<file path="config.mk">
export PLATFORM = sky130hd
export DESIGN_NAME = commit_top
export DESIGN_NICKNAME = d
export VERILOG_FILES = /design/src/commit_pkg.sv /design/src/cdb_if.sv /design/src/retire_if.sv /design/src/commit_top.sv /design/src/reorder_buffer.sv /design/src/retire_stage.sv
export VERILOG_INCLUDE_DIRS = /design/src
export SDC_FILE = /design/constraint.sdc
export NUM_CORES = 2
export LEC_CHECK = 0
export ABC_AREA = 1
export BUFFER_PORTS_ARGS = -buffer_cell sky130_fd_sc_hd__buf_2
export CORE_AREA = 3 3 448 228
export DETAILED_ROUTE_END_ITERATION = 6
export DIE_AREA = 0 0 451 231
export GPL_TIMING_DRIVEN = 1
export PLACE_DENSITY = 0.71
export SLEW_MARGIN = 5
export SYNTH_ARGS = -nofsm -noshare
export SYNTH_HDL_FRONTEND = slang
export SYNTH_SLANG_ARGS = --single-unit
</file>
<file path="constraint.sdc">
create_clock -name clock -period 4.5 [get_ports clock]
set_clock_uncertainty 0.15 [all_clocks]
set_input_delay 0.675 -clock clock [delete_from_list [all_inputs] [get_ports clock]]
set_output_delay 0.675 -clock clock [all_outputs]
set_load 0.02 [all_outputs]
</file>
<file path="src/commit_config.svh">
`ifndef COMMIT_CONFIG_SVH
`define COMMIT_CONFIG_SVH

// slots per cycle at dispatch, completion and retire
`define COMMIT_WAYS 3

// reorder buffer entries, keep a power of two so tags wrap for free
`define ROB_SIZE 8

// architectural register file
`define ARCH_REGS 32

// hard-wired zero register, writes to it are dropped
`define ZERO_REG 0

// data and program counter width
`define XLEN 32

`endif

</file>
<file path="src/commit_pkg.sv">
`include "commit_config.svh"

package commit_pkg;

	////////////////////////////////////////////////////////////////////////////
	// index types
	////////////////////////////////////////////////////////////////////////////

	// entry index into the reorder buffer
	typedef logic [$clog2(`ROB_SIZE)-1:0] rob_tag_t;

	// architectural register number
	typedef logic [$clog2(`ARCH_REGS)-1:0] reg_idx_t;

	////////////////////////////////////////////////////////////////////////////
	// payload and count types
	////////////////////////////////////////////////////////////////////////////

	// result value or next pc
	typedef logic [`XLEN-1:0] word_t;

	// number of slots in a group, 0 up to the machine width
	typedef logic [$clog2(`COMMIT_WAYS+1)-1:0] slot_cnt_t;

	////////////////////////////////////////////////////////////////////////////
	// machine status
	////////////////////////////////////////////////////////////////////////////

	// sticky once a halt has retired
	typedef enum logic {
		no_error      = 1'b0,
		halted_on_wfi = 1'b1
	} commit_status_t;

endpackage

</file>
<file path="src/cdb_if.sv">
`include "commit_config.svh"

// completion bus, one slot per functional unit result
interface cdb_if;
	import commit_pkg::*;

	// slot carries a result this cycle
	logic [`COMMIT_WAYS-1:0] valid;

	// reorder buffer entry being completed
	rob_tag_t [`COMMIT_WAYS-1:0] rob_tag;

	// result written into the entry
	word_t [`COMMIT_WAYS-1:0] value;

	// entry is a halt instruction
	logic [`COMMIT_WAYS-1:0] halt;

	// top level drives the bus
	modport source (
		output valid, rob_tag, value, halt
	);

	// reorder buffer listens
	modport sink (
		input valid, rob_tag, value, halt
	);

endinterface

</file>
<file path="src/retire_if.sv">
`include "commit_config.svh"

// retire group from the head of the reorder buffer
// slot 0 is the oldest, valid slots are packed from slot 0
interface retire_if;
	import commit_pkg::*;

	// slot retires this cycle
	logic [`COMMIT_WAYS-1:0] valid;

	// destination register of the retiring entry
	reg_idx_t [`COMMIT_WAYS-1:0] dest_reg;

	// completed result
	word_t [`COMMIT_WAYS-1:0] value;

	// next pc recorded at dispatch
	word_t [`COMMIT_WAYS-1:0] npc;

	// retiring entry is a halt
	logic [`COMMIT_WAYS-1:0] halt;

	// buffer side, combinational from its state
	modport rob (
		output valid, dest_reg, value, npc, halt
	);

	// retire stage side
	modport retire (
		input valid, dest_reg, value, npc, halt
	);

endinterface

</file>
<file path="src/commit_top.sv">
`include "commit_config.svh"

module commit_top (
	input  logic                                     clock,
	input  logic                                     reset,
	// dispatch group
	input  logic [`COMMIT_WAYS-1:0]                  dispatch_valid,
	input  commit_pkg::reg_idx_t [`COMMIT_WAYS-1:0]  dispatch_dest,
	input  commit_pkg::word_t [`COMMIT_WAYS-1:0]     dispatch_npc,
	output commit_pkg::slot_cnt_t                    dispatch_num,
	output commit_pkg::rob_tag_t [`COMMIT_WAYS-1:0]  dispatch_tag,
	// completion bus
	input  logic [`COMMIT_WAYS-1:0]                  complete_valid,
	input  commit_pkg::rob_tag_t [`COMMIT_WAYS-1:0]  complete_tag,
	input  commit_pkg::word_t [`COMMIT_WAYS-1:0]     complete_value,
	input  logic [`COMMIT_WAYS-1:0]                  complete_halt,
	// register file commit
	output logic [`COMMIT_WAYS-1:0]                  commit_wr_en,
	output commit_pkg::reg_idx_t [`COMMIT_WAYS-1:0]  commit_wr_idx,
	output commit_pkg::word_t [`COMMIT_WAYS-1:0]     commit_wr_data,
	output commit_pkg::word_t [`COMMIT_WAYS-1:0]     commit_npc,
	output logic [`COMMIT_WAYS-1:0]                  commit_valid,
	output commit_pkg::commit_status_t               error_status
);

	cdb_if    cdb ();
	retire_if rt ();

	// plain completion ports onto the bus
	assign cdb.valid   = complete_valid;
	assign cdb.rob_tag = complete_tag;
	assign cdb.value   = complete_value;
	assign cdb.halt    = complete_halt;

	reorder_buffer i_reorder_buffer (
		.clock          (clock),
		.reset          (reset),
		.dispatch_valid (dispatch_valid),
		.dispatch_dest  (dispatch_dest),
		.dispatch_npc   (dispatch_npc),
		.dispatch_num   (dispatch_num),
		.dispatch_tag   (dispatch_tag),
		.cdb            (cdb.sink),
		.retire         (rt.rob)
	);

	retire_stage i_retire_stage (
		.clock          (clock),
		.reset          (reset),
		.retire         (rt.retire),
		.commit_wr_en   (commit_wr_en),
		.commit_wr_idx  (commit_wr_idx),
		.commit_wr_data (commit_wr_data),
		.commit_npc     (commit_npc),
		.commit_valid   (commit_valid),
		.error_status   (error_status)
	);

endmodule

</file>
<file path="src/reorder_buffer.sv">
`include "commit_config.svh"

module reorder_buffer (
	input  logic                                     clock,
	input  logic                                     reset,
	input  logic [`COMMIT_WAYS-1:0]                  dispatch_valid,
	input  commit_pkg::reg_idx_t [`COMMIT_WAYS-1:0]  dispatch_dest,
	input  commit_pkg::word_t [`COMMIT_WAYS-1:0]     dispatch_npc,
	output commit_pkg::slot_cnt_t                    dispatch_num,
	output commit_pkg::rob_tag_t [`COMMIT_WAYS-1:0]  dispatch_tag,
	cdb_if.sink                                      cdb,
	retire_if.rob                                    retire
);
	import commit_pkg::*;

	// occupancy needs one bit more than a tag, 0 up to ROB_SIZE
	typedef logic [$clog2(`ROB_SIZE):0] occ_t;

	// pointers and occupancy
	rob_tag_t head;
	rob_tag_t tail;
	occ_t     count;

	// set by a retiring halt, blocks all further retirement
	logic stopped;

	// per entry state
	logic [`ROB_SIZE-1:0] done_q;
	logic [`ROB_SIZE-1:0] halt_q;
	reg_idx_t             dest_q [`ROB_SIZE];
	word_t                npc_q [`ROB_SIZE];
	word_t                value_q [`ROB_SIZE];

	// dispatch side
	slot_cnt_t                   req_num;
	occ_t                        free_num;
	logic [`COMMIT_WAYS-1:0]     alloc_en;

	// retire side
	rob_tag_t [`COMMIT_WAYS-1:0] ret_idx;
	slot_cnt_t                   retire_num;
	logic                        retire_go;
	logic                        halt_retire;

	////////////////////////////////////////////////////////////////////////////
	// dispatch, take min(requested, free) from slot 0 up
	////////////////////////////////////////////////////////////////////////////

	always_comb begin
		req_num = '0;
		// mask is contiguous, so a popcount is the request size
		for (int i = 0; i < `COMMIT_WAYS; i++) begin
			if (dispatch_valid[i])
				req_num = req_num + slot_cnt_t'(1);
		end
		free_num = occ_t'(`ROB_SIZE) - count;
		if (occ_t'(req_num) < free_num)
			dispatch_num = req_num;
		else
			dispatch_num = slot_cnt_t'(free_num);
		// tags are consecutive from the tail
		for (int i = 0; i < `COMMIT_WAYS; i++) begin
			dispatch_tag[i] = tail + rob_tag_t'(i);
			alloc_en[i]     = i < int'(dispatch_num);
		end
	end

	////////////////////////////////////////////////////////////////////////////
	// retire, leading done entries at the head
	////////////////////////////////////////////////////////////////////////////

	always_comb begin
		retire_num  = '0;
		halt_retire = 1'b0;
		retire_go   = !stopped;
		for (int i = 0; i < `COMMIT_WAYS; i++) begin
			ret_idx[i] = head + rob_tag_t'(i);
			// stop at the first empty or unfinished entry
			retire_go = retire_go && (i < int'(count)) && done_q[ret_idx[i]];
			retire.valid[i]    = retire_go;
			retire.dest_reg[i] = dest_q[ret_idx[i]];
			retire.value[i]    = value_q[ret_idx[i]];
			retire.npc[i]      = npc_q[ret_idx[i]];
			retire.halt[i]     = halt_q[ret_idx[i]];
			if (retire_go) begin
				retire_num = retire_num + slot_cnt_t'(1);
				// a halt closes the group, younger slots stay put
				if (halt_q[ret_idx[i]]) begin
					halt_retire = 1'b1;
					retire_go   = 1'b0;
				end
			end
		end
	end

	////////////////////////////////////////////////////////////////////////////
	// control state
	////////////////////////////////////////////////////////////////////////////

	always_ff @(posedge clock) begin
		if (reset) begin
			head    <= '0;
			tail    <= '0;
			count   <= '0;
			stopped <= 1'b0;
			done_q  <= '0;
		end else begin
			head  <= head + rob_tag_t'(retire_num);
			tail  <= tail + rob_tag_t'(dispatch_num);
			count <= count + occ_t'(dispatch_num) - occ_t'(retire_num);
			if (halt_retire)
				stopped <= 1'b1;
			// fresh entries start unfinished
			for (int i = 0; i < `COMMIT_WAYS; i++) begin
				if (alloc_en[i])
					done_q[dispatch_tag[i]] <= 1'b0;
			end
			// completions never hit an entry allocated this cycle
			for (int i = 0; i < `COMMIT_WAYS; i++) begin
				if (cdb.valid[i])
					done_q[cdb.rob_tag[i]] <= 1'b1;
			end
		end
	end

	// entry payload, written at allocate and at completion
	always_ff @(posedge clock) begin
		for (int i = 0; i < `COMMIT_WAYS; i++) begin
			if (alloc_en[i]) begin
				dest_q[dispatch_tag[i]] <= dispatch_dest[i];
				npc_q[dispatch_tag[i]]  <= dispatch_npc[i];
			end
			if (cdb.valid[i]) begin
				value_q[cdb.rob_tag[i]] <= cdb.value[i];
				halt_q[cdb.rob_tag[i]]  <= cdb.halt[i];
			end
		end
	end

endmodule

</file>
<file path="src/retire_stage.sv">
`include "commit_config.svh"

module retire_stage (
	input  logic                                    clock,
	input  logic                                    reset,
	retire_if.retire                                retire,
	output logic [`COMMIT_WAYS-1:0]                 commit_wr_en,
	output commit_pkg::reg_idx_t [`COMMIT_WAYS-1:0] commit_wr_idx,
	output commit_pkg::word_t [`COMMIT_WAYS-1:0]    commit_wr_data,
	output commit_pkg::word_t [`COMMIT_WAYS-1:0]    commit_npc,
	output logic [`COMMIT_WAYS-1:0]                 commit_valid,
	output commit_pkg::commit_status_t              error_status
);
	import commit_pkg::*;

	// write enables before the output register
	logic [`COMMIT_WAYS-1:0] wr_en_next;
	// some valid slot of this group is a halt
	logic                    halt_seen;

	////////////////////////////////////////////////////////////////////////////
	// write suppression
	////////////////////////////////////////////////////////////////////////////

	always_comb begin
		for (int i = 0; i < `COMMIT_WAYS; i++) begin
			// never write the zero register
			wr_en_next[i] = retire.valid[i] && (retire.dest_reg[i] != reg_idx_t'(`ZERO_REG));
			// youngest writer of a register wins inside the group
			for (int j = i + 1; j < `COMMIT_WAYS; j++) begin
				if (retire.valid[j] && (retire.dest_reg[j] == retire.dest_reg[i]))
					wr_en_next[i] = 1'b0;
			end
		end
		halt_seen = |(retire.valid & retire.halt);
	end

	////////////////////////////////////////////////////////////////////////////
	// commit outputs, one cycle after the group
	////////////////////////////////////////////////////////////////////////////

	always_ff @(posedge clock) begin
		if (reset) begin
			commit_wr_en <= '0;
			commit_valid <= '0;
			error_status <= no_error;
		end else begin
			commit_wr_en <= wr_en_next;
			commit_valid <= retire.valid;
			// sticky until reset
			if (halt_seen)
				error_status <= halted_on_wfi;
		end
	end

	// payload follows the strobes
	always_ff @(posedge clock) begin
		commit_wr_idx  <= retire.dest_reg;
		commit_wr_data <= retire.value;
		commit_npc     <= retire.npc;
	end

endmodule

</file>
==> key figures <==
Timing
  – Setup TNS: 0 ps
  – Max frequency: around 260 MHz
  – Post-route minimum period: between 3000 and 4000 ps
  – Unrepaired setup endpoints after global routing: false
  – Final setup viols: 0
  – Final period utilization: around 87%
  – Final hold viol count: 0
  – Rel. slew slack: roughly 16%
  – Slew Viols, Final: 0
  – Setup WS post-layout: around 580 ps
  – Worst slew pin tran: ~1300 ps

Synthesis
  – Yosys warns: 0
  – Async set-reset flop share out of synthesis: 0%
  – Syn_nets: 6370
  – Register area share after synthesis: 46.3%
  – Yosys cell types: 42
  – #FFs+latches synth: 793
  – Avg Cell Area, Syn: ~7.6 um2
  – Gate Count Post-Synth: a little over 6000
  – Top FF cell, synth: edfxtp_1
  – Number of flops mapped to enable cells by yosys: around 550
  – Mapped cell area: about 46000 um2

Power and ir drop
  – Reg power frac: a little under two fifths
  – Leakage power: 22.1 nW
  – Pint: about 18 mW
  – Clock power share: 22.5%
  – Power Dens Cells: 611 nW/um2
  – Combinational share of power: 40.5%
  – Design Power: 31.5 mW
  – Net Sw Frac: about two fifths
  – P_sw: 13.1 mW
  – Peak VDD IR: roughly 0.4 mV

Finish
  – P&R area growth vs syn: 11.8%
  – Design area: ~52000 um2
  – Share of layout cells above drive strength 1: a little under an eighth
  – Nets: 6454
  – Finished Layout Cells: approximately 7600

Place
  – IO Port Bufs: 451
  – DP Cell Count: 7451
  – DP Area: 48900 um2
  – Setup Slack @ Placement: 638 ps
  – Gpl congestion: between 0.8 and 0.9
  – DP HPWL: between 100000 and 150000 um

Clock network
  – Hold-fix buffers, CTS: 0
  – Max H-tree Level: 3
  – Clock sinks: ~790
  – Clock-pin slew on the worst setup and hold paths: about 60 ps
  – Clk_lat worst skew: slightly below 700 ps
  – Resized Gates After CTS: 0
  – Num CTS Buffers: 77
  – CTS Buffer Depth: 3
  – Clk root buf: clkbuf_16
  – Postcts setup bufs: 0
  – CTS tree: done

Worst setup path
  – Worst Setup Path Type: reg2reg
  – Reg2reg end: i_retire_stage.commit_wr_en[0]
  – R2R cell count: 13
  – Crit start category: flop
  – CP endpoint kind: flop
  – Critical Path AT: 4330 ps
  – R2R Path Start: i_reorder_buffer.head[0]
  – Reg2reg setup slack: approximately 580 ps
  – CP required: 4910 ps
  – Crit path from: i_reorder_buffer.head[0]
  – Critical Path End: i_retire_stage.commit_wr_en[0]
  – Max FO, Critical Path: approximately 250

Floorplan
  – Die span in x: about 450 um
  – Die area: 104000 um2
  – Die Ht: 231 um
  – Top-level I/O count: between 400 and 500
  – Core Region: a little under 100000 um2
  – FP Rows: between 80 and 90
  – Starting density of the core: between 40% and 50%

Route
  – Drt pass-1 iters: 6
  – Initial DRC count: between 5000 and 6000
  – Vias/cell: 6.04
  – Final WL: 166000 um
  – Wirelength per Cell: 21.7 um
  – Number of routed nets with antenna violations: 0
  – Drt drc: 0
  – Vias: roughly 46000

GRT
  – First-pass GRT wire length: 247000 um
  – Largest net degree at the start of global routing: about 260
  – Total GRT Usage: between 30% and 40%
  – Grt total ovfl: 0
  – Vias in the first global route: 43128
  – Antenna violations before repair: 27

Hold path
  – Hold Path Class: in2reg

Run status
  – Status: finished clean

Job
  – Max cap viols: 0
-- cells in the mapped netlist (23+ instances only) --
library cell  count  share of area [%]
a21oi_1         170                1.8
buf_4            25               0.41
a31oi_1          64               0.87
buf_1            70               0.57
a22oi_1          33               0.54
inv_1           411                3.3
o211ai_1        294                4.8
dfxtp_1         241                 10
nor2_1          268                2.2
buf_2           157                1.7
edfxtp_1        552                 36
nand2_1        1896                 15
clkbuf_1        278                2.3
o22ai_1          25               0.34
o21ai_0        1317                 14
nand4_1          86                1.2
a221o_1          23               0.50
nand3_1          65               0.70
-- cell type report --
type | count | area, um2
Antenna cell | 19 | 47.5
Clock buffer | 109 | 2320
Fill cell | 9027 | 46200
Multi-Input combinational cell | 4364 | 21100
Tap cell | 1328 | 1660
Clock inverter | 34 | 397
Sequential cell | 793 | 21400
Inverter | 416 | 1570
Timing Repair Buffer | 550 | 3180
-- power groups by stage --
| stage | combinational, mW | clock, mW | sequential (mW) |
|---|---|---|---|
| 6_report | 12.8 | 7.09 | 11.7 |
| 5_1_grt | 14.0 | 7.45 | 11.9 |
| 4_1_cts | 12.6 | 7.14 | 11.6 |
| 3_5_place_dp | 12.5 | 0 | 11.8 |
| 3_3_place_gp | 12.3 | 0 | 11.7 |
| 2_1_floorplan | 7.26 | 0 | 12.6 |
-- kinds of logic after synthesis --
group	Yosys count	share of synthesized area (%)
adder cells (fa/ha/maj)	25	0.742
XOR/XNOR	11	0.225
AO/OA/AOI/OAI	1966	23.8
buffers and inverters	961	8.58
flip-flops	793	46.3
multiplexers	22	0.477
AND/OR/NAND/NOR	2340	19.9
-- stage by stage --
stage | hold WS [ps] | util, %
CTS | 183 | 52.7
detailed placement | 384 | 49.9
floorplan | 342 | -
global placement | 358 | 49.9
global route | 216 | 52.8
finish | 233 | 52.8
-- critical path, cell delays in order, from the launching register on --
cell and delay (ps):
dfxtp_4 520, buf_12 640, buf_4 850, o21ai_0 320, nand2_1 120, nand2_1 50, nor2_1 310, inv_1 150
nand2_1 80, nand2_1 50, a21oi_1 200, nand3_1 130, nand2_1 90, nor2_1 40
-- cells in the final DEF, fill, tap and decap left out, types with 85 or more instances in the layout --
cell type	instances
a21oi_1	170
edfxtp_1	552
o21ai_0	1317
nor2_1	265
nand2_1	1876
clkbuf_16	85
nand4_1	86
buf_2	451
buf_4	85
inv_1	409
o211ai_1	294
dfxtp_1	240
-- flip-flops by register name (all words and copies together) (netlist names) --
register and cells:
i_reorder_buffer.value_q 256, i_retire_stage.commit_wr_idx 15, i_retire_stage.error_status 1, i_reorder_buffer.halt_q 8, i_reorder_buffer.npc_q 256, i_retire_stage.commit_valid 3
i_retire_stage.commit_wr_en 3, i_reorder_buffer.head 3, i_reorder_buffer.dest_q 40, i_reorder_buffer.stopped 1, i_reorder_buffer.tail 3, i_reorder_buffer.done_q 8
i_reorder_buffer.count 4, i_retire_stage.commit_wr_data 96, i_retire_stage.commit_npc 96
-- routing by layer --
metal	wire length [um]	vias to the layer above	global-route usage [%]
met5	84	-	0
met4	9490	14	18.3
met3	19000	627	6.14
met2	77100	2975	50.0
met1	59900	21316	37.2
li1	-	21061	-
-- worst min-delay path by stage --
stage,from,to,slack (ps),depth (start not counted)
final,complete_value[24],i_reorder_buffer.value_q[7][24],230,3
after global routing,complete_value[24],i_reorder_buffer.value_q[7][24],220,3
after CTS,complete_value[24],i_reorder_buffer.value_q[7][24],180,3
after detailed placement,i_reorder_buffer.stopped,i_reorder_buffer.stopped,380,4
after global placement,i_reorder_buffer.stopped,i_reorder_buffer.stopped,360,4
after floorplan,i_reorder_buffer.stopped,i_reorder_buffer.stopped,340,4
No activity file was read; power rests on OpenSTA's default activity.
